$ cat src/source/board_io_pkg.sv
// Pad geometry for the flash and I2C glue; widths are fixed by the board and not parameters
package board_io_pkg;

    // Parallel configuration flash
    localparam int FLASH_DQ_WIDTH = 16;
    localparam int FLASH_ADDR_WIDTH = 23;

    // Open-drain I2C lines, one bit per line in every I2C vector
    localparam int I2C_LINES = 5;

    localparam int I2C_SFP_SCL = 0;
    localparam int I2C_SFP1_SDA = 1;
    localparam int I2C_SFP2_SDA = 2;
    localparam int I2C_EEPROM_SCL = 3;
    localparam int I2C_EEPROM_SDA = 4;

    // SFP presence and loss-of-signal, two per cage
    localparam int STATUS_WIDTH = 4;

    // Flip-flops per synchronized input bit
    localparam int SYNC_STAGES = 2;

endpackage

$ cat src/source/icap_pkg.sv
// Reprogram command stream for the internal configuration port; type-1 write to CMD only
package icap_pkg;

    localparam int ICAP_WORD_WIDTH = 32;

    // Raw words of the reboot stream
    localparam logic [ICAP_WORD_WIDTH-1:0] ICAP_DUMMY = 32'hFFFF_FFFF;
    localparam logic [ICAP_WORD_WIDTH-1:0] ICAP_SYNC = 32'hAA99_5566;
    localparam logic [ICAP_WORD_WIDTH-1:0] ICAP_NOOP = 32'h2000_0000;
    localparam logic [ICAP_WORD_WIDTH-1:0] ICAP_IPROG = 32'h0000_000F;

    // Type-1 packet header fields
    localparam logic [2:0] ICAP_HDR_TYPE1 = 3'b001;
    localparam logic [1:0] ICAP_OP_WRITE = 2'b10;
    localparam logic [13:0] ICAP_REG_CMD = 14'd4;
    localparam logic [10:0] ICAP_CMD_WORDS = 11'd1;

    // Write one word to the command register
    localparam logic [ICAP_WORD_WIDTH-1:0] ICAP_WRITE_CMD =
        {ICAP_HDR_TYPE1, ICAP_OP_WRITE, ICAP_REG_CMD, 2'b00, ICAP_CMD_WORDS};

    // Dummy, sync, no-op, write, reprogram, no-op
    localparam int ICAP_SEQ_LEN = 6;
    localparam int ICAP_STATE_WIDTH = $clog2(ICAP_SEQ_LEN + 1);

    localparam int BOOT_SYNC_STAGES = 3;

    // One configuration word, raw or as a type-1 header
    typedef union packed {
        logic [ICAP_WORD_WIDTH-1:0] raw;
        struct packed {
            logic [2:0]  hdr_type;
            logic [1:0]  opcode;
            logic [13:0] reg_addr;
            logic [1:0]  rsvd;
            logic [10:0] word_count;
        } hdr;
    } icap_word_u;

endpackage

$ cat src/source/input_sync.sv
// Plain flip-flop chain per bit; bits are not sampled coherently, so multi-bit inputs may skew
module input_sync
    import board_io_pkg::*;
#(
    parameter int WIDTH = 1
) (
    input  logic             reset_i,
    input  logic             pcie_user_clk,
    input  logic [WIDTH-1:0] async_i,
    output logic [WIDTH-1:0] sync_o
);

    logic [SYNC_STAGES-1:0][WIDTH-1:0] sync_reg;

    always_ff @(posedge pcie_user_clk) begin
        if (reset_i) begin
            sync_reg <= '0;
        end else begin
            sync_reg[0] <= async_i;
            for (int s = 1; s < SYNC_STAGES; s++) begin
                sync_reg[s] <= sync_reg[s-1];
            end
        end
    end

    // Last stage is the only one safe to use
    assign sync_o = sync_reg[SYNC_STAGES-1];

endmodule

$ cat src/source/io_pad_ctrl.sv
// Pads split into value, enable and input ports; the board-level tristate buffers live outside
module io_pad_ctrl
    import board_io_pkg::*;
(
    input  logic                        pcie_user_clk,
    input  logic                        reset_i,

    input  logic [FLASH_DQ_WIDTH-1:0]   flash_dq_core_i,
    input  logic                        flash_dq_oe_core_i,
    input  logic [FLASH_ADDR_WIDTH-1:0] flash_addr_core_i,
    input  logic                        flash_region_core_i,
    input  logic                        flash_region_oe_core_i,
    input  logic                        flash_ce_n_core_i,
    input  logic                        flash_oe_n_core_i,
    input  logic                        flash_we_n_core_i,
    input  logic                        flash_adv_n_core_i,
    input  logic [I2C_LINES-1:0]        i2c_o_core_i,
    input  logic [I2C_LINES-1:0]        i2c_t_core_i,

    output logic [FLASH_DQ_WIDTH-1:0]   flash_dq_o,
    output logic                        flash_dq_oe_o,
    output logic [FLASH_ADDR_WIDTH-1:0] flash_addr_o,
    output logic                        flash_region_o,
    output logic                        flash_region_oe_o,
    output logic                        flash_ce_n_o,
    output logic                        flash_oe_n_o,
    output logic                        flash_we_n_o,
    output logic                        flash_adv_n_o,
    output logic [I2C_LINES-1:0]        i2c_drive_low_o,

    input  logic [FLASH_DQ_WIDTH-1:0]   flash_dq_i,
    input  logic [I2C_LINES-1:0]        i2c_i,
    input  logic [STATUS_WIDTH-1:0]     status_i,

    output logic [FLASH_DQ_WIDTH-1:0]   flash_dq_core_o,
    output logic [I2C_LINES-1:0]        i2c_core_o,
    output logic [STATUS_WIDTH-1:0]     status_core_o
);

    logic [I2C_LINES-1:0] i2c_o_reg;
    logic [I2C_LINES-1:0] i2c_t_reg;

    // Strobes and enables, parked with the flash deselected and I2C released
    always_ff @(posedge pcie_user_clk) begin
        if (reset_i) begin
            flash_dq_oe_o <= 1'b0;
            flash_region_oe_o <= 1'b0;
            flash_ce_n_o <= 1'b1;
            flash_oe_n_o <= 1'b1;
            flash_we_n_o <= 1'b1;
            flash_adv_n_o <= 1'b1;
            i2c_t_reg <= '1;
        end else begin
            flash_dq_oe_o <= flash_dq_oe_core_i;
            flash_region_oe_o <= flash_region_oe_core_i;
            flash_ce_n_o <= flash_ce_n_core_i;
            flash_oe_n_o <= flash_oe_n_core_i;
            flash_we_n_o <= flash_we_n_core_i;
            flash_adv_n_o <= flash_adv_n_core_i;
            i2c_t_reg <= i2c_t_core_i;
        end
    end

    // Data values, only meaningful behind their enables
    always_ff @(posedge pcie_user_clk) begin
        flash_dq_o <= flash_dq_core_i;
        flash_addr_o <= flash_addr_core_i;
        flash_region_o <= flash_region_core_i;
        i2c_o_reg <= i2c_o_core_i;
    end

    // Pull low only when enabled and driving zero
    assign i2c_drive_low_o[I2C_SFP_SCL] = ~i2c_t_reg[I2C_SFP_SCL] & ~i2c_o_reg[I2C_SFP_SCL];
    assign i2c_drive_low_o[I2C_SFP1_SDA] = ~i2c_t_reg[I2C_SFP1_SDA] & ~i2c_o_reg[I2C_SFP1_SDA];
    assign i2c_drive_low_o[I2C_SFP2_SDA] = ~i2c_t_reg[I2C_SFP2_SDA] & ~i2c_o_reg[I2C_SFP2_SDA];
    assign i2c_drive_low_o[I2C_EEPROM_SCL] =
        ~i2c_t_reg[I2C_EEPROM_SCL] & ~i2c_o_reg[I2C_EEPROM_SCL];
    assign i2c_drive_low_o[I2C_EEPROM_SDA] =
        ~i2c_t_reg[I2C_EEPROM_SDA] & ~i2c_o_reg[I2C_EEPROM_SDA];

    input_sync #(
        .WIDTH(FLASH_DQ_WIDTH)
    ) flash_sync_inst (
        .reset_i(reset_i),
        .pcie_user_clk(pcie_user_clk),
        .async_i(flash_dq_i),
        .sync_o(flash_dq_core_o)
    );

    // I2C readback and SFP status share one bank
    input_sync #(
        .WIDTH(I2C_LINES + STATUS_WIDTH)
    ) io_sync_inst (
        .reset_i(reset_i),
        .pcie_user_clk(pcie_user_clk),
        .async_i({status_i, i2c_i}),
        .sync_o({status_core_o, i2c_core_o})
    );

endmodule

$ cat src/source/icap_reboot_seq.sv
// Write-only reboot stream; icap_avail_i is checked at start only, a running sequence always ends
module icap_reboot_seq
    import icap_pkg::*;
(
    input  logic                       pcie_user_clk,
    input  logic                       reset_i,
    input  logic                       boot_req_i,
    input  logic                       icap_avail_i,
    output logic                       icap_csib_o,
    output logic                       icap_rdwrb_o,
    output logic [ICAP_WORD_WIDTH-1:0] icap_di_o
);

    logic [BOOT_SYNC_STAGES-1:0] boot_sync;
    logic                        boot_req_sync;
    logic [ICAP_STATE_WIDTH-1:0] state;
    logic                        seq_free;
    icap_word_u                  word_reg;

    always_ff @(posedge pcie_user_clk) begin
        if (reset_i) begin
            boot_sync <= '0;
        end else begin
            boot_sync <= {boot_sync[BOOT_SYNC_STAGES-2:0], boot_req_i};
        end
    end

    assign boot_req_sync = boot_sync[BOOT_SYNC_STAGES-1];

    // Idle, or the last word is on the port and a new run may follow back to back
    assign seq_free = (state == '0) || (state == ICAP_STATE_WIDTH'(ICAP_SEQ_LEN));

    // State n means word n-1 of the stream is being presented
    always_ff @(posedge pcie_user_clk) begin
        if (reset_i) begin
            state <= '0;
            icap_csib_o <= 1'b1;
            word_reg.raw <= ICAP_DUMMY;
        end else if (seq_free) begin
            word_reg.raw <= ICAP_DUMMY;
            if (boot_req_sync && icap_avail_i) begin
                state <= ICAP_STATE_WIDTH'(1);
                icap_csib_o <= 1'b0;
            end else begin
                state <= '0;
                icap_csib_o <= 1'b1;
            end
        end else begin
            state <= state + 1'b1;
            icap_csib_o <= 1'b0;
            case (state)
                ICAP_STATE_WIDTH'(1): begin
                    word_reg.raw <= ICAP_SYNC;
                end
                ICAP_STATE_WIDTH'(3): begin
                    // Type-1 write of one word to CMD
                    word_reg.hdr.hdr_type <= ICAP_HDR_TYPE1;
                    word_reg.hdr.opcode <= ICAP_OP_WRITE;
                    word_reg.hdr.reg_addr <= ICAP_REG_CMD;
                    word_reg.hdr.rsvd <= 2'b00;
                    word_reg.hdr.word_count <= ICAP_CMD_WORDS;
                end
                ICAP_STATE_WIDTH'(4): begin
                    word_reg.raw <= ICAP_IPROG;
                end
                default: begin
                    word_reg.raw <= ICAP_NOOP;
                end
            endcase
        end
    end

    // Port only ever written
    assign icap_rdwrb_o = 1'b0;

    // Config port takes each byte MSB-first on bit 0
    for (genvar b = 0; b < ICAP_WORD_WIDTH / 8; b++) begin : g_byte
        for (genvar i = 0; i < 8; i++) begin : g_bit
            assign icap_di_o[8*b + i] = word_reg.raw[8*b + 7 - i];
        end
    end

endmodule

$ cat src/source/board_io_top.sv
// Board glue on pcie_user_clk only; reset_i must already be synchronous to that clock
module board_io_top
    import board_io_pkg::*;
    import icap_pkg::*;
(
    input  logic                        pcie_user_clk,
    input  logic                        reset_i,

    input  logic [FLASH_DQ_WIDTH-1:0]   flash_dq_core_i,
    input  logic                        flash_dq_oe_core_i,
    input  logic [FLASH_ADDR_WIDTH-1:0] flash_addr_core_i,
    input  logic                        flash_region_core_i,
    input  logic                        flash_region_oe_core_i,
    input  logic                        flash_ce_n_core_i,
    input  logic                        flash_oe_n_core_i,
    input  logic                        flash_we_n_core_i,
    input  logic                        flash_adv_n_core_i,
    input  logic [I2C_LINES-1:0]        i2c_o_core_i,
    input  logic [I2C_LINES-1:0]        i2c_t_core_i,

    output logic [FLASH_DQ_WIDTH-1:0]   flash_dq_o,
    output logic                        flash_dq_oe_o,
    output logic [FLASH_ADDR_WIDTH-1:0] flash_addr_o,
    output logic                        flash_region_o,
    output logic                        flash_region_oe_o,
    output logic                        flash_ce_n_o,
    output logic                        flash_oe_n_o,
    output logic                        flash_we_n_o,
    output logic                        flash_adv_n_o,
    output logic [I2C_LINES-1:0]        i2c_drive_low_o,

    input  logic [FLASH_DQ_WIDTH-1:0]   flash_dq_i,
    input  logic [I2C_LINES-1:0]        i2c_i,
    input  logic [STATUS_WIDTH-1:0]     status_i,
    output logic [FLASH_DQ_WIDTH-1:0]   flash_dq_core_o,
    output logic [I2C_LINES-1:0]        i2c_core_o,
    output logic [STATUS_WIDTH-1:0]     status_core_o,

    input  logic                        boot_req_i,
    input  logic                        icap_avail_i,
    output logic                        icap_csib_o,
    output logic                        icap_rdwrb_o,
    output logic [ICAP_WORD_WIDTH-1:0]  icap_di_o
);

    io_pad_ctrl pad_ctrl_inst (
        .pcie_user_clk(pcie_user_clk),
        .reset_i(reset_i),
        .flash_dq_core_i(flash_dq_core_i),
        .flash_dq_oe_core_i(flash_dq_oe_core_i),
        .flash_addr_core_i(flash_addr_core_i),
        .flash_region_core_i(flash_region_core_i),
        .flash_region_oe_core_i(flash_region_oe_core_i),
        .flash_ce_n_core_i(flash_ce_n_core_i),
        .flash_oe_n_core_i(flash_oe_n_core_i),
        .flash_we_n_core_i(flash_we_n_core_i),
        .flash_adv_n_core_i(flash_adv_n_core_i),
        .i2c_o_core_i(i2c_o_core_i),
        .i2c_t_core_i(i2c_t_core_i),
        .flash_dq_o(flash_dq_o),
        .flash_dq_oe_o(flash_dq_oe_o),
        .flash_addr_o(flash_addr_o),
        .flash_region_o(flash_region_o),
        .flash_region_oe_o(flash_region_oe_o),
        .flash_ce_n_o(flash_ce_n_o),
        .flash_oe_n_o(flash_oe_n_o),
        .flash_we_n_o(flash_we_n_o),
        .flash_adv_n_o(flash_adv_n_o),
        .i2c_drive_low_o(i2c_drive_low_o),
        .flash_dq_i(flash_dq_i),
        .i2c_i(i2c_i),
        .status_i(status_i),
        .flash_dq_core_o(flash_dq_core_o),
        .i2c_core_o(i2c_core_o),
        .status_core_o(status_core_o)
    );

    icap_reboot_seq reboot_seq_inst (
        .pcie_user_clk(pcie_user_clk),
        .reset_i(reset_i),
        .boot_req_i(boot_req_i),
        .icap_avail_i(icap_avail_i),
        .icap_csib_o(icap_csib_o),
        .icap_rdwrb_o(icap_rdwrb_o),
        .icap_di_o(icap_di_o)
    );

endmodule

$ cat config.mk
export PLATFORM = sky130hd
export DESIGN_NAME = board_io_top
export DESIGN_NICKNAME = d
export VERILOG_FILES = /design/src/source/board_io_pkg.sv /design/src/source/icap_pkg.sv /design/src/source/input_sync.sv /design/src/source/io_pad_ctrl.sv /design/src/source/icap_reboot_seq.sv /design/src/source/board_io_top.sv
export SDC_FILE = /design/constraint.sdc
export NUM_CORES = 1
export LEC_CHECK = 0
export BUFFER_PORTS_ARGS = -buffer_cell sky130_fd_sc_hd__buf_2
export CAP_MARGIN = 20
export CORE_UTILIZATION = 47
export CTS_CLUSTER_SIZE = 8
export DETAILED_ROUTE_END_ITERATION = 8
export HOLD_SLACK_MARGIN = 0.1
export PLACE_DENSITY = 0.84
export SYNTH_ARGS = -nofsm -noshare
export SYNTH_HDL_FRONTEND = slang
export SYNTH_SLANG_ARGS = --single-unit
$ cat constraint.sdc
create_clock -name pcie_user_clk -period 4.5 [get_ports pcie_user_clk]
set_input_delay 0.675 -clock pcie_user_clk [delete_from_list [all_inputs] [get_ports pcie_user_clk]]
set_output_delay 0.675 -clock pcie_user_clk [all_outputs]
set_load 0.05 [all_outputs]
# --- After elaboration in Yosys (flattened, before gate mapping) ---
# Index checks and enable logic that the tools add are counted.
word_totals:
  regBits: 145
  output_inout_bits: 110
classes:
  add_sub_neg: 1
  n_eq_ne: 4
  n_mux: 5
  bitwise_logic: 15
  reduce_logical: 4
ops:
  columns: ["op", "count"]
  rows:
  - ["32-bit one-hot mux with 3 select lines", 1]
  - ["1-bit inverter", 10]
  - ["3-bit equality test, second input constant", 2]
  - ["1-bit AND", 5]
  - ["3-bit by 1-bit adder with 3-bit output, second input constant", 1]
  - ["3-bit by 1-bit equality test with 1-bit output, second input constant", 1]
  - ["3-bit by 2-bit equality test with 1-bit output, second input constant", 1]
  - ["3-bit zero test", 1]
  - ["1-bit two-way mux", 3]
  - ["3-bit two-way mux", 1]
  - ["2-bit OR reduction", 1]
  - ["1-bit logical AND", 1]
  - ["1-bit logical OR", 1]

# --- Depth between registers and ports, before layout ---
logic_depth:
  word_depth: 3
  ltp_mapped: 4
  mapped_depth_nobuf: 4

# --- Modules after synthesis ---
# From an unflattened synthesis, not the netlist that was laid out.
hier_totals:
  cells_unflattened: 277
  area_unflattened_um2: 3503.4
modules_own_cells:
  columns: ["mod", "n_inst", "cells_per_inst", "area_per_inst_um2", "seq_area_each_um2"]
  rows:
  - ["io_pad_ctrl", 1, 73, 1221.2, 1121.1]
  - ["input_sync at pad_ctrl_inst.flash_sync_inst", 1, 83, 983.4, 640.6]
  - ["icap_reboot_seq", 1, 75, 742.0, 280.3]
  - ["input_sync at pad_ctrl_inst.io_sync_inst", 1, 46, 556.8, 360.3]

# --- Worst setup path after synthesis ---
# No wires, ideal clock.
synth_timing:
  path_type: "flip-flop to output port"
  startpoint: "register reboot_seq_inst.word_reg[27] (netlist name)"
  endpoint: "output port icap_di_o[11]"
  t_arrival_ns: 1.105
  path_slack_ns: 2.720
  path_stages_with_launch: 2
  path_buffers: 1
  cell_sequence: "dfxtp_1 > buf_4"
synth_rtl:
  columns: ["element", "line_no", "text"]
  rows:
  - ["to (decl)", "board_io_top.sv:43", "output logic [ICAP_WORD_WIDTH-1:0] icap_di_o"]

==> flow_summary.ini <==
[status]
status = completed

[min_path]
hp-class = input pin to flip-flop

[synthesis]
syn_inst = 280
async_reset_ff_share_pct = 0
synthFlopType = dfxtp_1
synth_warnings = 0
ys_ff_latch = 120
yosysSeqAreaShare_pct = 68.7
synth_nets = 371
avgSynthCellArea_um2 = 12.5
synth.cell_area_um2 = 3500
synth_cell_types = 26
synth_edf_count = 0

[finish]
final_common_cell = buf_2
area_growth_pct = 36.8
multi_input_area_um2 = 657
largest_register_ffs = 23
nFillCells = 540
final_util_pct = 66.3
final_cell_mix = 193 x buf_2, 120 x dfxtp_1, 55 x nor2b_1
drive_above_1_share_pct = 53.4
largest_register = pad_ctrl_inst.flash_addr_o
seqCellArea_um2 = 2400
finalNetCount = 524
antenna_cells = 0

[cts]
cts_tree = yes
post-cts-setup-buffers = 0
cts_buffer_depth = 2
clk_pin_slew_worst_paths_ps = 60
htree_levels = 4
clock_latency_ps = 490
root_buffer = clkbuf_8
ctsHoldBuffers = 0
cts_buffers = 17
clock-sinks = 120
ctsResizeCount = 0

[place]
hpwl_um = 4460
finalWeightedCongestion = 0.733
port_buffers = 193
preCtsSetupSlack_ps = 2300

[sta]
max_freq_ghz = 0.506
worst_pin_slew_ps = 502
setup-violations-final = 0
rsz0062_at_grt = false
finClkSkew_ps = 5.06
maxSlewHeadroom_pct = 66.5
fin_crit_ps = 1980
period_share_pct = 43.9
slew_viol_final = 0
setup_tns_ps = 0
hold_viol = 0
finalWorstSetupSlack_ps = 2520

[power]
power_density_nw_per_um2 = 569
vdd_drop_max_v = 0.000307
p_leak_nw = 2.29

[critical_path]
r2r-end = reboot_seq_inst.state[0]$_SDFF_PP0_
max_stage_delay_ps = 480
path_delay_family = flip-flops
worstPathArrival_ps = 1300
reg2reg_depth = 4
crit_fanout = 13
rr_startpoint = reboot_seq_inst.state[0]$_SDFF_PP0_
crit_slowest_cell = dfxtp_1
crit_path_end_kind = output port
ff2ff_setup_slack_ps = 2940
cp_num_cells = 1
cp.required_ps = 3830
worst_setup_path_start_kind = flip-flop
startpoint = reboot_seq_inst.word_reg[27]$_SDFF_PP1_
crit_end = icap_di_o[11]
cp_cell_sequence = buf_2
worstSetupPathType = flip-flop to output port
path_buf_inv = 1

[floorplanning]
die_w_um = 88.2
core.rowCount = 31
num_io_pins = 195
fp.dieH_um = 88.2
dieArea_um2 = 7790
core-area_um2 = 7210
start_util_pct = 48.5

[global_route]
antenna_found_initial = 0
grt_pass1_wl_um = 8540
grt_max_degree = 47
grt_usage_pct = 15.1
grt_pass1_vias = 2000
overflow = 0

[route]
drtAntennaViolNets = 0
viasPerCell = 4.14
vias = 2257
drc = 0
wl_per_cell_um = 11.3
first_pass_iters = 6
drt_iter0_markers = 37
totalWireLength_um = 6180

[job]
maxCapViolations = 0
-- synthesized netlist by cell type, drive strengths merged (2+ instances only) --
library cell / n / share of area, %
a211o: 2 / 0.50
buf: 53 / 11
clkbuf: 7 / 0.75
dfxtp: 120 / 69
ha: 6 / 2.1
inv: 3 / 0.32
mux2: 2 / 0.64
nand2b: 2 / 0.36
nand4b: 2 / 0.50
nor2: 6 / 0.64
nor2b: 55 / 9.8
or2: 10 / 1.8
-- where the power goes --
part / leakage (nW) / total [W] / internal, W / switching [W]
Clock: 0.293 / 0.00136 / 0.000873 / 0.000486
Sequential: 0.999 / 0.00112 / 0.00111 / 0.0000119
Combinational: 0.994 / 0.000236 / 0.0000663 / 0.000170
-- through the flow --
step	cells	area [um2]	total power (W)	hold slack (ps)
6_report	545	4780	0.00272	276
5_1_grt	545	4780	0.00282	250
4_1_cts	545	4780	0.00275	246
3_5_place_dp	513	4170	0.00139	420
3_3_place_gp	513	4170	0.00138	415
2_1_floorplan	280	3500	0.00133	414
-- cells by family (layout without fill, tap and decap cells) --
logic type      count (synthesis)  count (layout)  share of synthesized area, %
compound gates                  4               4                          1.00
fa+ha+maj                       6               6                          2.15
buf+inv                        63             229                          12.5
flops                         120             120                          68.7
mux                             3               3                         0.931
other cells                     1               1                         0.107
simple gates                   83              83                          14.6
-- worst min path at each step --
stage | cells after the start | slack [ps] | start | end
after floorplan | 1 | 410 | pad_ctrl_inst.flash_sync_inst.sync_reg[0]$_SDFF_PP0_ | pad_ctrl_inst.flash_sync_inst.sync_o[0]$_SDFF_PP0_
after global placement | 1 | 420 | pad_ctrl_inst.flash_sync_inst.sync_reg[0]$_SDFF_PP0_ | pad_ctrl_inst.flash_sync_inst.sync_o[0]$_SDFF_PP0_
after detailed placement | 1 | 420 | pad_ctrl_inst.flash_sync_inst.sync_reg[10]$_SDFF_PP0_ | pad_ctrl_inst.flash_sync_inst.sync_o[10]$_SDFF_PP0_
after CTS | 1 | 250 | flash_dq_core_i[14] | pad_ctrl_inst.flash_dq_o[14]$_DFF_P_
after global routing | 1 | 250 | flash_dq_core_i[6] | pad_ctrl_inst.flash_dq_o[6]$_DFF_P_
final | 1 | 280 | flash_dq_core_i[6] | pad_ctrl_inst.flash_dq_o[6]$_DFF_P_
-- metal layers --
| metal | share of wire, % | track usage [%] | vias to the layer above |
|---|---|---|---|
| li1 | - | - | 1123 |
| met1 | 36 | 14.4 | 1007 |
| met2 | 53 | 26.6 | 118 |
| met3 | 8.9 | 6.25 | 9 |
| met4 | 1.5 | 10.1 | 0 |
| met5 | 0 | 0 | - |
-- cell type report --
cell class              count  area share, %
repair buffers            194           20.4
clock buffers              18           8.95
well taps                  99           2.59
flip-flops and latches    120           50.2
inverters                   3          0.235
multi-input cells          97           13.7
clock inverters            14           3.92
(Power assumes the default switching activity.)
